File: src/source/int_pipe_pkg.sv
package int_pipe_pkg;

    // Architectural register count, x0 included
    localparam int reg_count = 32;

    // Register index
    typedef logic [4:0] reg_addr_t;

    // Execute opcode
    typedef logic [2:0] alu_op_t;

    // Register-register operations
    localparam alu_op_t op_add = 3'd0;
    localparam alu_op_t op_sub = 3'd1;
    localparam alu_op_t op_and = 3'd2;
    localparam alu_op_t op_or  = 3'd3;
    localparam alu_op_t op_xor = 3'd4;

    // Load-immediate, result is the imm field
    localparam alu_op_t op_li  = 3'd5;

    // Codes 6 and 7 are unused and execute to zero

endpackage

File: src/source/alu_exec.sv
module alu_exec #(
    parameter int data_width = 64
) (
    input  int_pipe_pkg::alu_op_t ex_op,
    input  logic [data_width-1:0] ex_a,
    input  logic [data_width-1:0] ex_b,
    input  logic [data_width-1:0] ex_imm,
    output logic [data_width-1:0] ex_result
);

    import int_pipe_pkg::*;

    always_comb begin
        case (ex_op)
            op_add: begin
                ex_result = ex_a + ex_b;
            end
            op_sub: begin
                // Wraps modulo 2^data_width
                ex_result = ex_a - ex_b;
            end
            op_and: begin
                ex_result = ex_a & ex_b;
            end
            op_or: begin
                ex_result = ex_a | ex_b;
            end
            op_xor: begin
                ex_result = ex_a ^ ex_b;
            end
            op_li: begin
                ex_result = ex_imm;
            end
            default: begin
                ex_result = '0;
            end
        endcase
    end

endmodule

File: src/source/int_pipe_top.sv
module int_pipe_top #(
    parameter int data_width = 64
) (
    input  logic                    clk,
    input  logic                    rst_n,
    input  logic                    issue_valid,
    input  int_pipe_pkg::alu_op_t   op,
    input  int_pipe_pkg::reg_addr_t rd,
    input  int_pipe_pkg::reg_addr_t rs1,
    input  int_pipe_pkg::reg_addr_t rs2,
    input  logic [data_width-1:0]   imm,
    output logic                    wb_valid,
    output int_pipe_pkg::reg_addr_t wb_rd,
    output logic [data_width-1:0]   wb_data
);

    import int_pipe_pkg::*;

    // Issue cycle
    logic [data_width-1:0] rf_data1;
    logic [data_width-1:0] rf_data2;
    logic [data_width-1:0] opa;
    logic [data_width-1:0] opb;

    // EX stage
    logic                  ex_valid;
    alu_op_t               ex_op;
    reg_addr_t             ex_rd;
    logic [data_width-1:0] ex_a;
    logic [data_width-1:0] ex_b;
    logic [data_width-1:0] ex_imm;
    logic [data_width-1:0] ex_result;

    // MEM stage and register file write
    logic                  mem_valid;
    reg_addr_t             mem_rd;
    logic [data_width-1:0] mem_result;
    logic                  we;
    reg_addr_t             waddr;
    logic [data_width-1:0] wdata;

    issue_stage #(
        .data_width (data_width)
    ) issue_i (
        .clk         (clk),
        .rst_n       (rst_n),
        .issue_valid (issue_valid),
        .op          (op),
        .rd          (rd),
        .rs1         (rs1),
        .rs2         (rs2),
        .imm         (imm),
        .opa         (opa),
        .opb         (opb),
        .ex_valid    (ex_valid),
        .ex_op       (ex_op),
        .ex_rd       (ex_rd),
        .ex_a        (ex_a),
        .ex_b        (ex_b),
        .ex_imm      (ex_imm)
    );

    reg_file #(
        .data_width (data_width)
    ) rf_i (
        .clk    (clk),
        .rst_n  (rst_n),
        .raddr1 (rs1),
        .raddr2 (rs2),
        .rdata1 (rf_data1),
        .rdata2 (rf_data2),
        .we     (we),
        .waddr  (waddr),
        .wdata  (wdata)
    );

    operand_forward #(
        .data_width (data_width)
    ) fwd_i (
        .rs1        (rs1),
        .rs2        (rs2),
        .rf_data1   (rf_data1),
        .rf_data2   (rf_data2),
        .ex_valid   (ex_valid),
        .ex_rd      (ex_rd),
        .ex_result  (ex_result),
        .mem_valid  (mem_valid),
        .mem_rd     (mem_rd),
        .mem_result (mem_result),
        .wb_valid   (wb_valid),
        .wb_rd      (wb_rd),
        .wb_data    (wb_data),
        .opa        (opa),
        .opb        (opb)
    );

    alu_exec #(
        .data_width (data_width)
    ) alu_i (
        .ex_op     (ex_op),
        .ex_a      (ex_a),
        .ex_b      (ex_b),
        .ex_imm    (ex_imm),
        .ex_result (ex_result)
    );

    result_pipe #(
        .data_width (data_width)
    ) res_i (
        .clk        (clk),
        .rst_n      (rst_n),
        .ex_valid   (ex_valid),
        .ex_rd      (ex_rd),
        .ex_result  (ex_result),
        .mem_valid  (mem_valid),
        .mem_rd     (mem_rd),
        .mem_result (mem_result),
        .wb_valid   (wb_valid),
        .wb_rd      (wb_rd),
        .wb_data    (wb_data),
        .we         (we),
        .waddr      (waddr),
        .wdata      (wdata)
    );

endmodule

File: src/source/issue_stage.sv
module issue_stage #(
    parameter int data_width = 64
) (
    input  logic                    clk,
    input  logic                    rst_n,
    input  logic                    issue_valid,
    input  int_pipe_pkg::alu_op_t   op,
    input  int_pipe_pkg::reg_addr_t rd,
    input  int_pipe_pkg::reg_addr_t rs1,
    input  int_pipe_pkg::reg_addr_t rs2,
    input  logic [data_width-1:0]   imm,
    input  logic [data_width-1:0]   opa,
    input  logic [data_width-1:0]   opb,
    output logic                    ex_valid,
    output int_pipe_pkg::alu_op_t   ex_op,
    output int_pipe_pkg::reg_addr_t ex_rd,
    output logic [data_width-1:0]   ex_a,
    output logic [data_width-1:0]   ex_b,
    output logic [data_width-1:0]   ex_imm
);

    import int_pipe_pkg::*;

    // EX control, a bubble whenever issue_valid is low
    always_ff @(posedge clk or negedge rst_n) begin
        if (!rst_n) begin
            ex_valid <= 1'b0;
            ex_op    <= op_add;
            ex_rd    <= '0;
        end else begin
            ex_valid <= issue_valid;
            ex_op    <= op;
            ex_rd    <= rd;
        end
    end

    // Resolved operands held for execute
    always_ff @(posedge clk or negedge rst_n) begin
        if (!rst_n) begin
            ex_a   <= '0;
            ex_b   <= '0;
            ex_imm <= '0;
        end else begin
            // x0 sources enter EX as zero whatever the read path returned
            if (rs1 == reg_addr_t'(0)) begin
                ex_a <= '0;
            end else begin
                ex_a <= opa;
            end
            if (rs2 == reg_addr_t'(0)) begin
                ex_b <= '0;
            end else begin
                ex_b <= opb;
            end
            ex_imm <= imm;
        end
    end

endmodule

File: src/source/operand_forward.sv
module operand_forward #(
    parameter int data_width = 64
) (
    input  int_pipe_pkg::reg_addr_t rs1,
    input  int_pipe_pkg::reg_addr_t rs2,
    input  logic [data_width-1:0]   rf_data1,
    input  logic [data_width-1:0]   rf_data2,
    input  logic                    ex_valid,
    input  int_pipe_pkg::reg_addr_t ex_rd,
    input  logic [data_width-1:0]   ex_result,
    input  logic                    mem_valid,
    input  int_pipe_pkg::reg_addr_t mem_rd,
    input  logic [data_width-1:0]   mem_result,
    input  logic                    wb_valid,
    input  int_pipe_pkg::reg_addr_t wb_rd,
    input  logic [data_width-1:0]   wb_data,
    output logic [data_width-1:0]   opa,
    output logic [data_width-1:0]   opb
);

    import int_pipe_pkg::*;

    // Stage holds a pending write to the requested register
    function automatic logic hit(
        input logic      valid,
        input reg_addr_t rd,
        input reg_addr_t rs
    );
        return valid && (rd == rs) && (rs != reg_addr_t'(0));
    endfunction

    // Youngest in-flight result wins, register file last
    function automatic logic [data_width-1:0] pick(
        input reg_addr_t             rs,
        input logic [data_width-1:0] rf_val
    );
        logic [data_width-1:0] val;
        if (hit(ex_valid, ex_rd, rs)) begin
            val = ex_result;
        end else if (hit(mem_valid, mem_rd, rs)) begin
            val = mem_result;
        end else if (hit(wb_valid, wb_rd, rs)) begin
            // Register file write for this entry lands one edge later
            val = wb_data;
        end else begin
            val = rf_val;
        end
        return val;
    endfunction

    // Each operand resolves on its own, so both may forward from different stages
    always_comb begin
        opa = pick(rs1, rf_data1);
        opb = pick(rs2, rf_data2);
    end

endmodule

File: src/source/reg_file.sv
module reg_file #(
    parameter int data_width = 64
) (
    input  logic                    clk,
    input  logic                    rst_n,
    input  int_pipe_pkg::reg_addr_t raddr1,
    input  int_pipe_pkg::reg_addr_t raddr2,
    output logic [data_width-1:0]   rdata1,
    output logic [data_width-1:0]   rdata2,
    input  logic                    we,
    input  int_pipe_pkg::reg_addr_t waddr,
    input  logic [data_width-1:0]   wdata
);

    import int_pipe_pkg::*;

    logic [data_width-1:0] regs [reg_count];

    always_ff @(posedge clk or negedge rst_n) begin
        if (!rst_n) begin
            for (int i = 0; i < reg_count; i++) begin
                regs[i] <= '0;
            end
        end else if (we && (waddr != reg_addr_t'(0))) begin
            regs[waddr] <= wdata;
        end
    end

    // Asynchronous read, x0 forced to zero
    always_comb begin
        if (raddr1 == reg_addr_t'(0)) begin
            rdata1 = '0;
        end else begin
            rdata1 = regs[raddr1];
        end
        if (raddr2 == reg_addr_t'(0)) begin
            rdata2 = '0;
        end else begin
            rdata2 = regs[raddr2];
        end
    end

endmodule

File: src/source/result_pipe.sv
module result_pipe #(
    parameter int data_width = 64
) (
    input  logic                    clk,
    input  logic                    rst_n,
    input  logic                    ex_valid,
    input  int_pipe_pkg::reg_addr_t ex_rd,
    input  logic [data_width-1:0]   ex_result,
    output logic                    mem_valid,
    output int_pipe_pkg::reg_addr_t mem_rd,
    output logic [data_width-1:0]   mem_result,
    output logic                    wb_valid,
    output int_pipe_pkg::reg_addr_t wb_rd,
    output logic [data_width-1:0]   wb_data,
    output logic                    we,
    output int_pipe_pkg::reg_addr_t waddr,
    output logic [data_width-1:0]   wdata
);

    import int_pipe_pkg::*;

    // MEM and WB control
    always_ff @(posedge clk or negedge rst_n) begin
        if (!rst_n) begin
            mem_valid <= 1'b0;
            mem_rd    <= '0;
            wb_valid  <= 1'b0;
            wb_rd     <= '0;
        end else begin
            mem_valid <= ex_valid;
            mem_rd    <= ex_rd;
            wb_valid  <= mem_valid;
            wb_rd     <= mem_rd;
        end
    end

    // Result payload
    always_ff @(posedge clk or negedge rst_n) begin
        if (!rst_n) begin
            mem_result <= '0;
            wb_data    <= '0;
        end else begin
            mem_result <= ex_result;
            wb_data    <= mem_result;
        end
    end

    // Register file samples the WB entry at the next edge
    // x0 targets still pulse wb_valid but never write
    always_comb begin
        we    = wb_valid && (wb_rd != reg_addr_t'(0));
        waddr = wb_rd;
        wdata = wb_data;
    end

endmodule

File: config.mk
export PLATFORM = sky130hd
export DESIGN_NAME = int_pipe_top
export DESIGN_NICKNAME = d
export VERILOG_FILES = /design/src/source/int_pipe_pkg.sv /design/src/source/alu_exec.sv /design/src/source/int_pipe_top.sv /design/src/source/issue_stage.sv /design/src/source/operand_forward.sv /design/src/source/reg_file.sv /design/src/source/result_pipe.sv
export SDC_FILE = /design/constraint.sdc
export NUM_CORES = 2
export LEC_CHECK = 0
export BUFFER_PORTS_ARGS = -buffer_cell sky130_fd_sc_hd__clkbuf_2
export CAP_MARGIN = 20
export CORE_MARGIN = 2
export CORE_UTILIZATION = 69
export CTS_CLUSTER_SIZE = 10
export DETAILED_ROUTE_END_ITERATION = 6
export PLACE_DENSITY = 0.86
export SLEW_MARGIN = 25
export SYNTH_ARGS = -nofsm -noshare
export SYNTH_HDL_FRONTEND = slang
export SYNTH_SLANG_ARGS = --single-unit
File: constraint.sdc
create_clock -name clk -period 13.1 [get_ports clk]
set_input_delay 0.655 -clock clk [delete_from_list [all_inputs] [get_ports clk]]
set_output_delay 0.655 -clock clk [all_outputs]
set_load 0.02 [all_outputs]
==> results.toml <==
[status]
status = "finished with violations"
violations = "DRC"

[die]
top_level_ports = 155
core_area_mm2 = 0.186
dieArea_mm2 = 0.191
initial_core_util = 0.695
die_w_um = 437
die_h_um = 437
fp-row-count = 158

[layout]
nets = 8958
fill_cells = 10400
final_cells = 11200
register_area_mm2 = 0.0598
final_cell_mix = "dfrtp_1 (2359), mux2_2 (1987), mux4_2 (1217), a21oi_1 (344), clkbuf_16 (297)"
drive_above_1_share = 0.457
multi_input_area_mm2 = 0.0652
layout_commonest_cell = "dfrtp_1"
utilization = 0.754
syn_to_final_growth_pct = 8.46

[detailed_routing]
dr_total_vias = 89300
wl_per_cell_um = 37.8
drc = 1
first_iter_violations = 13300
drtAntennaViolNets = 0
first_pass_iters = 7
drt-total-wl_um = 424000
viasPerCell = 7.97

[logic_synthesis]
synth_top_area_share = 0.463
synth_area_leaders = "dfrtp_1 (46%), mux4_2 (21%), mux2_2 (17%), clkbuf_1 (1.9%), ha_1 (1.9%)"
synth_area_mm2 = 0.129
async_flop_share = 1.00
yosys.area.top_type = "dfrtp_1"
synth_cells = 8870
yosys_warnings = 0
synth.distinct_cells = 94
synth_edf_count = 0
ys_ff_latch = 2389
yosysSeqAreaShare = 0.463
ys.flop_type = "dfrtp_1"
synth_area_per_cell_um2 = 14.6
synth.net_count = 9148

[global_routing]
antenna_found_initial = 18
grt_max_degree = 192
grt_usage = 0.447
grt_pass1_vias = 91800
grt_pass1_wl_um = 623000
gr-total-overflow = 0

[hold_path]
worstHoldPathType = "in -> reg"

[placed_design]
dp_hpwl_um = 244000
pre_cts_slack_ps = 7280
dp_cells = 10800
port_buffers = 154
gp_congestion = 1.05

[timing]
relSlewSlack = 0.193
setup_viol = 0
finalHoldViolCount = 0
final.min_clock_period_ps = 5920
rsz0062_at_grt = "false"
worstMarginPinSlew_ps = 1210
fin_crit_sh = 0.452
drv_slew = 0
setup_slack_ps = 7180
finalClockSkew_ps = 62.7
clock.fmax_ghz = 0.169
finalSetupTns_ps = 0

[cts]
cts_buffers = 293
clkTransAtPathRegs_ps = 60
clk_latency_ps = 940
clock_path_buffers = 4
cts_tree = "done"
h-tree-depth = 5
clock-root-buffer = "clkbuf_16"
post_cts_buffers = 0
clock-sinks = 2389

[pwr]
p_per_area_mw_per_mm2 = 176
power.leakage_nw = 63.5
ir_drop_mv = 0.169

[worst_setup_path]
crit_path_end_kind = "register"
cpMaxStageDelayCell = "nor4_1"
crit_required_ps = 13860
path_cells = "nor4_1 -> and3_1 -> and3_1 -> nand2_1 -> nor2_1 -> nand3_1 -> o21ai_1 -> o21ai_0 -> xnor2_1 -> ha_1 -> nand2_1 -> nor4_1 -> inv_1 -> o21ai_1 -> a311oi_1 -> o21ai_0 -> o22ai_1"
path_max_fanout = 7
max_stage_delay_ps = 740
critPathLaunchType = "register"
r2r_slack_ps = 7180
crit_type = "reg -> reg"
critPathArrivalTime_ps = 6680

[flow_run]
maxCapViolations = 0
==> what timing repair did <==
action                                 in CTS  in global routing
endpoints found under the hold margin     227                  0
hold buffers                               73                  0
gates resized for setup                     0                  0
setup endpoints to repair                   0                  0
==> cells by family (layout without fill, tap and decap cells) <==
family                     after synthesis  in the layout  synth area share
AOI/OAI and AO/OA                     1061           1061            0.0512
xor gates and xnor gates               147            147            0.0100
adders and majority gates              193            193            0.0187
buffers and inverters                 1100            952            0.0353
DFF                                   2389           2389             0.463
muxes                                 3406           3406             0.401
other                                    0              8                 0
and+or+nand+nor                        574            574            0.0211
==> sequential cells by signal (all words and copies together), names as in the netlist <==
| register | flops |
|---|---|
| issue_i.ex_a | 64 |
| issue_i.ex_b | 64 |
| issue_i.ex_imm | 64 |
| issue_i.ex_op | 3 |
| issue_i.ex_rd | 5 |
| issue_i.ex_valid | 1 |
| res_i.mem_rd | 5 |
| res_i.mem_result | 64 |
| res_i.mem_valid | 1 |
| res_i.waddr | 5 |
| res_i.wb_data | 64 |
| res_i.wb_valid | 1 |
| rf_i.regs | 2048 |
==> layer usage <==
layer / global-route usage / vias to the layer above / wire length [um]
li1: - / 33500 / -
met1: 0.582 / 46100 / 141000
met2: 0.645 / 7663 / 187000
met3: 0.151 / 2017 / 60600
met4: 0.301 / 14 / 34800
met5: 0 / - / 128
==> layout make-up <==
cell class / count / share of cell area
Multi-Input combinational cell: 5381 / 0.466
Timing Repair Buffer: 425 / 0.0249
Sequential cell: 2389 / 0.427
Inverter: 190 / 0.00520
Antenna cell: 8 / 0.000143
Clock inverter: 9 / 0.000661
Tap cell: 2480 / 0.0221
Clock buffer: 328 / 0.0545
==> report_power, final <==
group	switching, mW	leakage (nW)	internal, mW
Combinational	3.39	27.5	3.41
Sequential	1.80	32.2	9.01
Clock	3.02	3.79	4.06
==> cell usage after synthesis, types with 6 or more instances <==
cell type / number
dfrtp_1: 2389
mux2_2: 1987
mux4_2: 1217
clkbuf_1: 651
a21oi_1: 344
o21ai_0: 247
nand2_1: 233
mux2i_1: 202
ha_1: 192
inv_1: 189
buf_2: 167
nor2_1: 128
xnor2_1: 116
a211oi_1: 89
o22ai_1: 67
o211ai_1: 56
a22oi_1: 54
buf_1: 52
a221oi_1: 41
nand3_1: 36
nor3_1: 32
xor2_1: 30
nand4_1: 25
a21o_1: 20
buf_4: 20
a31oi_1: 18
buf_6: 15
nand2b_1: 15
and3_1: 14
nor4_1: 14
or3_1: 14
o21a_1: 13
a221o_1: 12
o31ai_1: 11
nor3b_1: 10
nor2b_1: 9
and2_1: 8
o21ai_1: 8
o21bai_1: 7
a22o_1: 6
o221ai_1: 6
==> worst max-delay path, delay by kind of cell, from the launching register on <==
kind                       cells  cell delay, ps
AOI/OAI and AO/OA              6            1990
xor gates and xnor gates       1             170
adders and majority gates      1             360
buffers and inverters          1              90
DFF                            1             420
and+or+nand+nor                8            2720
==> final timing paths <==
kind,startpoint,to,depth (start not counted)
min reg2reg,rf_i.regs[1990]$_DFFE_PN0P_,rf_i.regs[1990]$_DFFE_PN0P_,0
max,issue_i.ex_b[9]$_DFF_PN0_,issue_i.ex_a[62]$_DFF_PN0_,17
max in group asynchronous,rst_n,rf_i.regs[456]$_DFFE_PN0P_,6
min in group asynchronous,rst_n,rf_i.regs[761]$_DFFE_PN0P_,2
max reg2reg,issue_i.ex_b[9]$_DFF_PN0_,issue_i.ex_a[62]$_DFF_PN0_,17
min,imm[5],issue_i.ex_imm[5]$_DFF_PN0_,1
==> per-stage QoR <==
step	total power, mW	hold slack [ps]	cell area (um2)
after global placement	16.8	376	131000
after CTS	24.3	39.0	140000
after detailed placement	17.2	382	131000
after floorplan	15.0	359	129000
after global routing	25.5	65.1	140000
final	24.7	56.8	140000
No activity file was read; power rests on OpenSTA's default activity.
